--- config.mk ---
export PLATFORM = sky130hd
export DESIGN_NAME = mem_maint_top
export DESIGN_NICKNAME = d
export VERILOG_FILES = /design/src/logic/mem_maint_pkg.sv /design/src/logic/mem_maint_top.sv /design/src/logic/mem_port_mux.sv /design/src/logic/readback_verifier.sv /design/src/logic/image_loader.sv /design/src/logic/zero_filler.sv /design/src/logic/maint_sequencer.sv
export SDC_FILE = /design/constraint.sdc
export NUM_CORES = 1
export LEC_CHECK = 0
export ABC_CLOCK_PERIOD_IN_PS = 4900
export BUFFER_PORTS_ARGS = -buffer_cell sky130_fd_sc_hd__clkbuf_2
export CAP_MARGIN = 10
export CORE_MARGIN = 2
export CORE_UTILIZATION = 45
export DETAILED_ROUTE_END_ITERATION = 8
export MAX_ROUTING_LAYER = met4
export PLACE_DENSITY = 0.74
export SLEW_MARGIN = 20
export SYNTH_ARGS = -nofsm -noshare
export SYNTH_HDL_FRONTEND = slang
export SYNTH_SLANG_ARGS = --single-unit
--- constraint.sdc ---
create_clock -name clk -period 4.9 [get_ports clk]
set_input_delay 0.49 -clock clk [delete_from_list [all_inputs] [get_ports clk]]
set_output_delay 0.49 -clock clk [all_outputs]
set_load 0.01 [all_outputs]
--- src/logic/mem_maint_pkg.sv ---
// memory maintenance shared definitions
// bus widths, word step and the maintenance stage encoding
package mem_maint_pkg;

    // memory port widths
    localparam int unsigned ADDR_W = 32;  // byte address
    localparam int unsigned DATA_W = 32;
    localparam int unsigned CTRL_W = 4;   // one enable per byte lane

    // address step between consecutive words
    localparam logic [ADDR_W-1:0] BYTES_PER_WORD = ADDR_W'(4);

    // maintenance writes always cover the full word
    localparam logic [CTRL_W-1:0] CTRL_ALL = '1;

    // stages of the maintenance sequence
    typedef enum logic [2:0] {
        STG_START  = 3'd0,  // just out of reset
        STG_ZERO   = 3'd1,  // clearing the whole memory
        STG_LOAD   = 3'd2,  // copying the boot image in
        STG_VERIFY = 3'd3,  // reading the image back
        STG_READY  = 3'd4   // user owns the port
    } maint_stage_t;

endpackage
--- src/logic/mem_maint_top.sv ---
// memory maintenance top level
// clears memory, loads and verifies a boot image, then hands the
// DRAM controller port over to the user
`timescale 1ns/1ps

module mem_maint_top #(
    parameter int unsigned MEM_SIZE       = 32'h0400_0000,
    parameter int unsigned IMAGE_SIZE     = 32'h0010_0000,
    parameter int unsigned USER_ADDR_BITS = 26
) (
    input  logic                              clk,
    input  logic                              i_rst,
    input  logic                              i_calib_done,
    // boot image stream
    input  logic                              i_img_valid,
    input  logic [mem_maint_pkg::DATA_W-1:0]  i_img_data,
    output logic                              o_img_ready,
    // user side
    input  logic                              i_rd_en,
    input  logic                              i_wr_en,
    input  logic [mem_maint_pkg::ADDR_W-1:0]  i_addr,
    input  logic [mem_maint_pkg::DATA_W-1:0]  i_wdata,
    input  logic [mem_maint_pkg::CTRL_W-1:0]  i_ctrl,
    output logic [mem_maint_pkg::DATA_W-1:0]  o_rdata,
    output logic                              o_busy,
    // DRAM controller side
    output logic                              o_mem_rd_en,
    output logic                              o_mem_wr_en,
    output logic [mem_maint_pkg::ADDR_W-1:0]  o_mem_addr,
    output logic [mem_maint_pkg::DATA_W-1:0]  o_mem_wdata,
    output logic [mem_maint_pkg::CTRL_W-1:0]  o_mem_ctrl,
    input  logic [mem_maint_pkg::DATA_W-1:0]  i_mem_rdata,
    input  logic                              i_mem_busy,
    // status
    output logic                              o_init_done,
    output logic [mem_maint_pkg::DATA_W-1:0]  o_load_checksum,
    output logic [mem_maint_pkg::DATA_W-1:0]  o_verify_checksum,
    output logic                              o_verify_match
);
    import mem_maint_pkg::*;

    maint_stage_t      stage;
    logic              zero_run, load_run, verify_run;
    logic              zero_done, load_done, verify_done;
    logic              zero_wr_en, load_wr_en, verify_rd_en;
    logic [ADDR_W-1:0] zero_addr, load_addr, verify_addr;
    logic [DATA_W-1:0] load_wdata;

    maint_sequencer u_seq (
        .clk           (clk),
        .i_rst         (i_rst),
        .i_zero_done   (zero_done),
        .i_load_done   (load_done),
        .i_verify_done (verify_done),
        .o_stage       (stage),
        .o_zero_run    (zero_run),
        .o_load_run    (load_run),
        .o_verify_run  (verify_run),
        .o_init_done   (o_init_done)
    );

    zero_filler #(.MEM_SIZE(MEM_SIZE)) u_zero (
        .clk          (clk),
        .i_rst        (i_rst),
        .i_run        (zero_run),
        .i_calib_done (i_calib_done),
        .i_mem_busy   (i_mem_busy),
        .o_wr_en      (zero_wr_en),
        .o_addr       (zero_addr),
        .o_done       (zero_done)
    );

    image_loader #(.IMAGE_SIZE(IMAGE_SIZE)) u_load (
        .clk         (clk),
        .i_rst       (i_rst),
        .i_run       (load_run),
        .i_img_valid (i_img_valid),
        .i_img_data  (i_img_data),
        .o_img_ready (o_img_ready),
        .i_mem_busy  (i_mem_busy),
        .o_wr_en     (load_wr_en),
        .o_addr      (load_addr),
        .o_wdata     (load_wdata),
        .o_checksum  (o_load_checksum),
        .o_done      (load_done)
    );

    readback_verifier #(.IMAGE_SIZE(IMAGE_SIZE)) u_verify (
        .clk             (clk),
        .i_rst           (i_rst),
        .i_run           (verify_run),
        .i_mem_busy      (i_mem_busy),
        .i_mem_rdata     (i_mem_rdata),
        .i_load_checksum (o_load_checksum),
        .o_rd_en         (verify_rd_en),
        .o_addr          (verify_addr),
        .o_checksum      (o_verify_checksum),
        .o_match         (o_verify_match),
        .o_done          (verify_done)
    );

    mem_port_mux #(.USER_ADDR_BITS(USER_ADDR_BITS)) u_mux (
        .i_stage        (stage),
        .i_zero_wr_en   (zero_wr_en),
        .i_zero_addr    (zero_addr),
        .i_load_wr_en   (load_wr_en),
        .i_load_addr    (load_addr),
        .i_load_wdata   (load_wdata),
        .i_verify_rd_en (verify_rd_en),
        .i_verify_addr  (verify_addr),
        .i_rd_en        (i_rd_en),
        .i_wr_en        (i_wr_en),
        .i_addr         (i_addr),
        .i_wdata        (i_wdata),
        .i_ctrl         (i_ctrl),
        .o_rdata        (o_rdata),
        .o_busy         (o_busy),
        .o_mem_rd_en    (o_mem_rd_en),
        .o_mem_wr_en    (o_mem_wr_en),
        .o_mem_addr     (o_mem_addr),
        .o_mem_wdata    (o_mem_wdata),
        .o_mem_ctrl     (o_mem_ctrl),
        .i_mem_rdata    (i_mem_rdata),
        .i_mem_busy     (i_mem_busy)
    );

endmodule

--- src/logic/mem_port_mux.sv ---
// controller port select
// the active maintenance engine owns the port until ready, then the user
`timescale 1ns/1ps

module mem_port_mux #(
    parameter int unsigned USER_ADDR_BITS = 26
) (
    input  mem_maint_pkg::maint_stage_t       i_stage,
    input  logic                              i_zero_wr_en,
    input  logic [mem_maint_pkg::ADDR_W-1:0]  i_zero_addr,
    input  logic                              i_load_wr_en,
    input  logic [mem_maint_pkg::ADDR_W-1:0]  i_load_addr,
    input  logic [mem_maint_pkg::DATA_W-1:0]  i_load_wdata,
    input  logic                              i_verify_rd_en,
    input  logic [mem_maint_pkg::ADDR_W-1:0]  i_verify_addr,
    input  logic                              i_rd_en,
    input  logic                              i_wr_en,
    input  logic [mem_maint_pkg::ADDR_W-1:0]  i_addr,
    input  logic [mem_maint_pkg::DATA_W-1:0]  i_wdata,
    input  logic [mem_maint_pkg::CTRL_W-1:0]  i_ctrl,
    output logic [mem_maint_pkg::DATA_W-1:0]  o_rdata,
    output logic                              o_busy,
    output logic                              o_mem_rd_en,
    output logic                              o_mem_wr_en,
    output logic [mem_maint_pkg::ADDR_W-1:0]  o_mem_addr,
    output logic [mem_maint_pkg::DATA_W-1:0]  o_mem_wdata,
    output logic [mem_maint_pkg::CTRL_W-1:0]  o_mem_ctrl,
    input  logic [mem_maint_pkg::DATA_W-1:0]  i_mem_rdata,
    input  logic                              i_mem_busy
);
    import mem_maint_pkg::*;

    // keeps user addresses inside the physical memory
    localparam logic [ADDR_W-1:0] USER_MASK = ADDR_W'((64'd1 << USER_ADDR_BITS) - 64'd1);

    always_comb begin
        o_mem_rd_en = 1'b0;
        o_mem_wr_en = 1'b0;
        o_mem_addr  = '0;
        o_mem_wdata = '0;  // zero fill relies on this
        o_mem_ctrl  = CTRL_ALL;
        case (i_stage)
            STG_ZERO: begin
                o_mem_wr_en = i_zero_wr_en;
                o_mem_addr  = i_zero_addr;
            end
            STG_LOAD: begin
                o_mem_wr_en = i_load_wr_en;
                o_mem_addr  = i_load_addr;
                o_mem_wdata = i_load_wdata;
            end
            STG_VERIFY: begin
                o_mem_rd_en = i_verify_rd_en;
                o_mem_addr  = i_verify_addr;
            end
            STG_READY: begin
                o_mem_rd_en = i_rd_en;
                o_mem_wr_en = i_wr_en;
                o_mem_addr  = i_addr & USER_MASK;
                o_mem_wdata = i_wdata;
                o_mem_ctrl  = i_ctrl;
            end
            default: ;  // start stage drives nothing
        endcase
    end

    assign o_rdata = i_mem_rdata;
    assign o_busy  = (i_stage == STG_READY) ? i_mem_busy : 1'b1;  // blocked until ready

endmodule

--- src/logic/readback_verifier.sv ---
// image readback verifier
// reads the image region back, sums the returned words and compares
// the result with the load checksum
`timescale 1ns/1ps

module readback_verifier #(
    parameter int unsigned IMAGE_SIZE = 128
) (
    input  logic                             clk,
    input  logic                             i_rst,
    input  logic                             i_run,
    input  logic                             i_mem_busy,
    input  logic [mem_maint_pkg::DATA_W-1:0] i_mem_rdata,
    input  logic [mem_maint_pkg::DATA_W-1:0] i_load_checksum,
    output logic                             o_rd_en,
    output logic [mem_maint_pkg::ADDR_W-1:0] o_addr,
    output logic [mem_maint_pkg::DATA_W-1:0] o_checksum,
    output logic                             o_match,
    output logic                             o_done
);
    import mem_maint_pkg::*;

    localparam logic [ADDR_W-1:0] END_ADDR = ADDR_W'(IMAGE_SIZE);

    localparam logic [1:0] S_IDLE    = 2'd0;
    localparam logic [1:0] S_WAIT_HI = 2'd1;  // read posted
    localparam logic [1:0] S_WAIT_LO = 2'd2;  // data arrives on busy fall

    logic [1:0] state;

    always_ff @(posedge clk) begin
        if (i_rst) begin
            state      <= S_IDLE;
            o_rd_en    <= 1'b0;
            o_addr     <= '0;
            o_checksum <= '0;
            o_match    <= 1'b0;
            o_done     <= 1'b0;
        end else begin
            case (state)
                S_IDLE: begin
                    if (i_run && !o_done) begin
                        if (o_addr >= END_ADDR) begin
                            // whole region read back
                            o_done  <= 1'b1;
                            o_match <= (o_checksum == i_load_checksum);
                        end else if (!i_mem_busy) begin
                            o_rd_en <= 1'b1;
                            state   <= S_WAIT_HI;
                        end
                    end
                end
                S_WAIT_HI: begin
                    if (i_mem_busy) begin
                        o_rd_en <= 1'b0;
                        state   <= S_WAIT_LO;
                    end
                end
                S_WAIT_LO: begin
                    if (!i_mem_busy) begin
                        o_checksum <= o_checksum + i_mem_rdata;
                        o_addr     <= o_addr + BYTES_PER_WORD;
                        state      <= S_IDLE;
                    end
                end
                default: state <= S_IDLE;
            endcase
        end
    end

endmodule

--- src/logic/image_loader.sv ---
// boot image loader
// takes words from the image stream, writes them from address 0 upward
// and keeps a running sum of all loaded words
`timescale 1ns/1ps

module image_loader #(
    parameter int unsigned IMAGE_SIZE = 128
) (
    input  logic                             clk,
    input  logic                             i_rst,
    input  logic                             i_run,
    input  logic                             i_img_valid,
    input  logic [mem_maint_pkg::DATA_W-1:0] i_img_data,
    output logic                             o_img_ready,
    input  logic                             i_mem_busy,
    output logic                             o_wr_en,
    output logic [mem_maint_pkg::ADDR_W-1:0] o_addr,
    output logic [mem_maint_pkg::DATA_W-1:0] o_wdata,
    output logic [mem_maint_pkg::DATA_W-1:0] o_checksum,
    output logic                             o_done
);
    import mem_maint_pkg::*;

    localparam logic [ADDR_W-1:0] END_ADDR = ADDR_W'(IMAGE_SIZE);

    localparam logic [1:0] S_IDLE    = 2'd0;  // ready for a stream word
    localparam logic [1:0] S_WAIT_HI = 2'd1;  // write posted, waiting for busy
    localparam logic [1:0] S_WAIT_LO = 2'd2;  // write in progress

    logic [1:0] state;
    logic       accept;

    assign o_img_ready = i_run && (state == S_IDLE) && !i_mem_busy && (o_addr < END_ADDR);
    assign accept      = o_img_ready && i_img_valid;

    always_ff @(posedge clk) begin
        if (i_rst) begin
            state      <= S_IDLE;
            o_wr_en    <= 1'b0;
            o_addr     <= '0;
            o_checksum <= '0;
            o_done     <= 1'b0;
        end else begin
            case (state)
                S_IDLE: begin
                    if (accept) begin
                        o_wr_en    <= 1'b1;
                        o_checksum <= o_checksum + i_img_data;  // wraps mod 2^32
                        state      <= S_WAIT_HI;
                    end
                end
                S_WAIT_HI: begin
                    if (i_mem_busy) begin
                        o_wr_en <= 1'b0;
                        state   <= S_WAIT_LO;
                    end
                end
                S_WAIT_LO: begin
                    if (!i_mem_busy) begin  // write complete
                        o_addr <= o_addr + BYTES_PER_WORD;
                        state  <= S_IDLE;
                    end
                end
                default: state <= S_IDLE;
            endcase

            if (o_addr >= END_ADDR)
                o_done <= 1'b1;
        end
    end

    // held for the controller until the write completes
    always_ff @(posedge clk) begin
        if (accept)
            o_wdata <= i_img_data;
    end

endmodule

--- src/logic/zero_filler.sv ---
// zero fill engine
// writes zero to every word from address 0 up to MEM_SIZE
`timescale 1ns/1ps

module zero_filler #(
    parameter int unsigned MEM_SIZE = 256
) (
    input  logic                             clk,
    input  logic                             i_rst,
    input  logic                             i_run,
    input  logic                             i_calib_done,
    input  logic                             i_mem_busy,
    output logic                             o_wr_en,
    output logic [mem_maint_pkg::ADDR_W-1:0] o_addr,
    output logic                             o_done
);
    import mem_maint_pkg::*;

    localparam logic [ADDR_W-1:0] END_ADDR = ADDR_W'(MEM_SIZE);

    logic more_words;

    assign more_words = (o_addr < END_ADDR);

    always_ff @(posedge clk) begin
        if (i_rst) begin
            o_wr_en <= 1'b0;
            o_addr  <= '0;
            o_done  <= 1'b0;
        end else begin
            if (o_wr_en) begin
                if (i_mem_busy) begin  // controller took it
                    o_wr_en <= 1'b0;
                    o_addr  <= o_addr + BYTES_PER_WORD;
                end
            end else if (i_run && i_calib_done && !i_mem_busy && more_words) begin
                o_wr_en <= 1'b1;
            end

            // last write must be finished too
            if (i_run && !more_words && !o_wr_en && !i_mem_busy)
                o_done <= 1'b1;
        end
    end

endmodule

--- src/logic/maint_sequencer.sv ---
// maintenance sequencer
// steps start -> zero fill -> image load -> verify -> ready
`timescale 1ns/1ps

module maint_sequencer (
    input  logic                        clk,
    input  logic                        i_rst,
    input  logic                        i_zero_done,
    input  logic                        i_load_done,
    input  logic                        i_verify_done,
    output mem_maint_pkg::maint_stage_t o_stage,
    output logic                        o_zero_run,
    output logic                        o_load_run,
    output logic                        o_verify_run,
    output logic                        o_init_done
);
    import mem_maint_pkg::*;

    always_ff @(posedge clk) begin
        if (i_rst) begin
            o_stage <= STG_START;
        end else begin
            case (o_stage)
                STG_START: o_stage <= STG_ZERO;  // one cycle after reset
                STG_ZERO: begin
                    if (i_zero_done)
                        o_stage <= STG_LOAD;
                end
                STG_LOAD: begin
                    if (i_load_done)
                        o_stage <= STG_VERIFY;
                end
                STG_VERIFY: begin
                    if (i_verify_done)
                        o_stage <= STG_READY;
                end
                STG_READY: o_stage <= STG_READY;  // stays until next reset
                default:   o_stage <= STG_START;
            endcase
        end
    end

    // one run strobe per engine
    assign o_zero_run   = (o_stage == STG_ZERO);
    assign o_load_run   = (o_stage == STG_LOAD);
    assign o_verify_run = (o_stage == STG_VERIFY);

    // user port opens with the ready stage
    assign o_init_done  = (o_stage == STG_READY);

endmodule

==> results of run 1 <==
[per-stage QoR]
stage	util, %	setup slack (ns)	hold WS (ns)	instances	total power [mW]
after floorplan	-	2.00	0.435	1543	1.85
after global placement	50.7	1.52	0.440	2116	1.94
after detailed placement	50.7	1.52	0.456	2116	1.94
after CTS	53.0	1.23	0.224	2148	3.44
after global routing	53.0	0.960	0.223	2148	3.53
final	53.0	1.21	0.238	2148	3.42
[final timing paths]
| kind | end | slack (ns) |
|---|---|---|
| worst max-delay path | o_mem_addr[3] | 1.21 |
| worst min register to register | u_load.o_wr_en$_SDFFE_PP0P_ | 0.46 |
| worst min-delay path | u_load.o_wdata[7]$_DFFE_PP_ | 0.24 |
| worst max register to register | u_load.o_checksum[25]$_SDFFE_PP0P_ | 1.67 |
[layout make-up]
class	count	area share, %
clock buffers	17	2.90
clock inverters	15	1.48
inverters	25	0.640
multi-input cells	1204	51.5
flip-flops and latches	200	29.5
well taps	378	3.23
repair buffers	309	10.7
[cell usage after synthesis, drive strengths merged, types with 15 or more instances]
library cell	n	share of area [%]
a21oi	133	5.3
nor2	161	4.8
edfxtp	32	7.7
a22oi	56	3.4
ha	67	6.7
nor4	19	0.95
o21ai	51	2.0
nand2	198	6.0
inv	25	0.75
xnor2	44	3.1
nor3	24	0.96
a22o	35	2.4
buf	44	2.4
or3	20	1.0
and3	24	1.2
clkbuf	69	2.1
dfxtp	168	27
a21o	34	2.0
a211oi	15	0.90
xor2	104	7.3
nand4	27	1.3
nand3	62	2.5
[report_power, final]
part / switching [mW] / leakage (nW) / internal, mW
logic: 0.143 / 4.56 / 0.0931
clock network: 0.796 / 0.308 / 0.724
registers: 0.00306 / 1.64 / 1.67
[flip-flops by register name, indices dropped and copies added (netlist names), 2 cells and up]
signal,flops
u_load.o_wdata,32
u_verify.state,2
u_load.o_checksum,32
u_seq.o_stage,3
u_verify.o_addr,30
u_zero.o_addr,30
u_verify.o_checksum,32
u_load.state,2
u_load.o_addr,30
[layer usage]
layer,part of all wire [%],vias up
li1,-,5919
met4,2.4,0
met3,5.7,64
met1,46,5739
met5,0,-
met2,46,447
[kinds of logic (layout without fill, tap and decap cells)]
family,Yosys count,after routing
compound gates,381,381
xor+xnor,148,148
fa+ha+maj,69,69
buf+inv,139,366
flops,200,200
mux,9,9
simple gates,597,597
[critical path, delay by kind of cell (launching register included)]
| family | cells | cell delay, ns |
|---|---|---|
| and+or+nand+nor | 3 | 1.59 |
| buffers and inverters | 1 | 0.14 |
| DFF | 1 | 0.75 |
| AOI/OAI and AO/OA | 1 | 0.24 |
==> results.toml, run 1 <==
[run_status]
status = "finished, final reports clean"

[power]
p_leak_nw = 6.51
power_density_mw_per_mm2 = 234
ir_drop_mv = 0.226

[floorplanning]
start_util_pct = 45.4
die_area_mm2 = 0.0292
die_y_um = 171
core_mm2 = 0.0276
rows = 61
io_pins = 309
die_w_um = 171

[final_layout]
register_area_mm2 = 0.00432
final_cell_mix = "clkbuf_2 (301), nand2_1 (196), dfxtp_1 (168), nor2_1 (161), a21oi_1 (133)"
final_common_cell = "clkbuf_2"
multiInputGateArea_mm2 = 0.00755
post_route_cells_drive_above_1_share_pct = 20.5
design_area_mm2 = 0.0147
n_fill_cell = 2592
num_antenna_cells = 0
syn2layout_area_growth_pct = 16.8
fin_nets = 1965

[worst_setup_path]
crit_fanout = 26
worst-r2r-cell-count = 9
r2r_start = "u_load.o_checksum[1]$_SDFFE_PP0P_"
crit_type = "flop to primary output"
crit_required_ns = 4.41
cpPeakStageDelay_ns = 0.89
worst_ep_arrival_time_ns = 3.20
worstPathCellList = "nor2b_1, and2_1, a22oi_1, nand2_1, clkbuf_2"
critPathLaunchType = "flop"
cp-startpoint = "u_seq.o_stage[0]$_SDFFE_PP0P_"
end_kind = "primary output"
slowest_stage = "and2_1"

[clock_network]
htree_levels = 4
clock-sinks = 200
cts_resized = 0
cts-buffers-inserted = 17
clockBufferDepth = 2
postCtsSetupBuffers = 0
cts_tree = "built"
clk_pin_slew_worst_paths_ns = 0.08
clockRootBuffer = "clkbuf_16"
clk_latency_ns = 0.46
cts_hold_repair.buffers = 0

[logic_synthesis]
synthMuxAreaShare_pct = 0.768
synth_compound_area_share_pct = 19.7
synthesis.nets = 1751
synth_edf_count = 32
syn_avg_cell_area_um2 = 8.13
netlist_area_mm2 = 0.0125
synthAdderAreaFrac_pct = 7.00
ys_seq_area_share_pct = 34.5
ys_ff_latch = 200
synth_xor_area_share_pct = 10.3
synth-main-ff-cell = "dfxtp_1"
synth_cell_type_count = 70
synth_top_family_by_area = "simple AND/OR/NAND/NOR gates"
async_reset_ff_share_pct = 0
synthSimpleGateAreaFrac_pct = 22.3
synthCells = 1543
yosys_warnings = 0

[sta]
rsz0062_at_grt = "no"
finalHoldViolations = 0
setup_viol = 0
post-route-period-util_pct = 75.3
min_period_ns = 3.69
slew_headroom_pct = 23.7
worst_pin_slew_ns = 1.15
setup_tns_ns = 0
skew_ns = 0.0214
slew_violations = 0
max_freq_mhz = 271

[placed_design]
dp_hpwl_um = 28300
postPlaceCellArea_mm2 = 0.0140
place_congestion = 0.960
io_buffers = 302

[detailed_routing]
viasPerCell = 5.67
wl_per_cell_um = 17.4
drt_iter0_drc = 1057
dr.pass1.iters = 5
routed_wirelength_um = 37400
ant_nets = 0
route.detailed.drc = 0
vias = 12200

[grt]
grt.total_usage_pct = 25.8
grt_overflow = 0
grt_pass1_wl_um = 57600
use_met3_pct = 4.09
grt_max_degree = 106
antenna_found_initial = 0
top_usage_layer = "met2"
grt_util_met2_pct = 41.1
met1_usage_pct = 34.0
first_global_vias = 10900

[worst_hold_path]
hold_path.class = "input port to flop"
min_from = "i_img_data[7]"
hold_depth = 1

[run]
maxCapViolations = 0
Note: power is estimated with default switching activity, not from simulation.
==> run 2: changes to the inputs <==
--- a/config.mk
+++ b/config.mk
@@ -5,14 +5,14 @@
 export SDC_FILE = /design/constraint.sdc
 export NUM_CORES = 1
 export LEC_CHECK = 0
-export ABC_CLOCK_PERIOD_IN_PS = 4900
+export ABC_CLOCK_PERIOD_IN_PS = 3270
 export BUFFER_PORTS_ARGS = -buffer_cell sky130_fd_sc_hd__clkbuf_2
 export CAP_MARGIN = 10
 export CORE_MARGIN = 2
 export CORE_UTILIZATION = 45
 export DETAILED_ROUTE_END_ITERATION = 8
 export MAX_ROUTING_LAYER = met4
-export PLACE_DENSITY = 0.74
+export PLACE_DENSITY = 0.77
 export SLEW_MARGIN = 20
 export SYNTH_ARGS = -nofsm -noshare
 export SYNTH_HDL_FRONTEND = slang
==> constraint.sdc (replaced) <==
create_clock -name clk -period 3.27 [get_ports clk]
set_input_delay 0.327 -clock clk [delete_from_list [all_inputs] [get_ports clk]]
set_output_delay 0.327 -clock clk [all_outputs]
set_load 0.01 [all_outputs]
==> results.toml, run 2 (synthesis gave the netlist of run 1 again) <==
[clock_network]
cts_tree = "built"
clockRootBuffer = "clkbuf_16"
clk_latency_ns = 0.46
clk_pin_slew_worst_paths_ns = 0.09
htree_levels = 4
cts_resized = 0
clock-sinks = 200
clockBufferDepth = 2
postCtsSetupBuffers = 0
cts-buffers-inserted = 17
cts_hold_repair.buffers = 0

[floorplanning]
io_pins = 309
die_y_um = 171
die_area_mm2 = 0.0292
die_w_um = 171
rows = 61
core_mm2 = 0.0276
start_util_pct = 45.4

[sta]
finalHoldViolations = 0
post-route-period-util_pct = 92.5
slew_violations = 0
setup_viol = 0
slew_headroom_pct = 48.6
hold_slack_ns = 0.0674
skew_ns = 0.0231
setup_tns_ns = 0
min_period_ns = 3.02
worst_pin_slew_ns = 0.771
fin_ws_ns = 0.246
rsz0062_at_grt = "no"
max_freq_mhz = 331

[worst_setup_path]
critical_path_buf_inv_count = 0
cp_top_family = "compound AO/OA/AOI/OAI gates"
critPathLaunchType = "flop"
cpPeakStageDelay_ns = 0.42
crit_fanout = 4
slowest_stage = "fa_1"
worstPathCellList = "ha_1, fa_1, a21oi_1, nor2_1, o311a_1, o2111ai_1, nand2_2, a211oi_1, a21oi_1, xnor2_1, o31ai_1"
end_kind = "flop"
crit_type = "flop to flop"
crit_required_ns = 3.62
worst_ep_arrival_time_ns = 3.38
cpMostUsedCell = "a21oi_1"

[detailed_routing]
drt-met1-wl_um = 17000
ant_nets = 0
wl_per_cell_um = 17.6
route.detailed.drc = 0
vias = 12200
dr.pass1.iters = 5
met2_length_um = 17800
wl_met3_um = 2160
drt_iter0_drc = 994
viasPerCell = 5.65
top_layer = "met4"
routed_wirelength_um = 38000

[final_layout]
postLayoutCoreUtil_pct = 53.6
final_cell_mix = "clkbuf_2 (301), nand2_1 (195), dfxtp_1 (168), nor2_1 (161), a21oi_1 (133)"
syn2layout_area_growth_pct = 18.1
design_area_mm2 = 0.0148
n_fill_cell = 2583
register_area_mm2 = 0.00432
instances_no_fill = 2164
multiInputGateArea_mm2 = 0.00756
post_route_cells_drive_above_1_share_pct = 21.1
final_common_cell = "clkbuf_2"
reg_top3 = "u_load.o_checksum x32, u_load.o_wdata x32, u_verify.o_checksum x32"
fin_nets = 1978

[grt]
grt.total_usage_pct = 26.3
grt_max_degree = 110
grt_overflow = 0
antenna_found_initial = 1
first_global_vias = 11100
grt_pass1_wl_um = 58600

[worst_hold_path]
hold_path.class = "input port to flop"

[placed_design]
dpl_worst_slack_ns = 0.0836
dp.cells = 2129
dp_hpwl_um = 28700
io_buffers = 302
place_congestion = 0.977
postPlaceCellArea_mm2 = 0.0141

[run]
maxCapViolations = 0

[run_status]
status = "finished, final reports clean"

[power]
total_power_mw = 5.21
p_leak_nw = 6.59
ir_drop_mv = 0.353
power_density_mw_per_mm2 = 352
-- run 2: cell count changes in the layout (fill, tap and decap cells not counted), sizes merged --
cell,change
clkinv,-1
diode,+3
inv,+1
buf,+13
-- run 2: metal layers --
| layer | vias to the layer above | track usage (%) |
|---|---|---|
| met3 | 67 | 4.05 |
| met1 | 5785 | 33.2 |
| met5 | - | - |
| met2 | 449 | 43.2 |
| li1 | 5933 | - |
| met4 | 0 | 8.84 |
-- run 2: worst paths after layout --
kind / from / to / slack (ns) / cells after the start
setup reg to reg: u_load.o_checksum[0]$_SDFFE_PP0P_ / u_load.o_checksum[28]$_SDFFE_PP0P_ / 0.25 / 11
setup / recovery: u_load.o_checksum[0]$_SDFFE_PP0P_ / u_load.o_checksum[28]$_SDFFE_PP0P_ / 0.25 / 11
hold reg to reg: u_load.o_done$_SDFFE_PP0P_ / u_load.o_done$_SDFFE_PP0P_ / 0.47 / 2
hold / removal: i_img_data[14] / u_load.o_wdata[14]$_DFFE_PP_ / 0.07 / 1
-- run 2: power breakdown --
| part | total [mW] | switching (mW) | internal [mW] |
|---|---|---|---|
| clock network | 2.34 | 1.24 | 1.11 |
| registers | 2.50 | 0.00473 | 2.50 |
| logic | 0.362 | 0.220 | 0.143 |
| total | 5.21 | 1.46 | 3.74 |
-- run 2: area by class of cell --
| cell class | count | area share, % |
|---|---|---|
| sequential | 200 | 29.2 |
| inverter | 25 | 0.634 |
| multi-input combinational | 1204 | 51.1 |
| tap | 378 | 3.19 |
| timing repair buffer | 322 | 11.4 |
| clock inverter | 15 | 1.57 |
| antenna | 3 | 0.0507 |
| clock buffer | 17 | 2.87 |
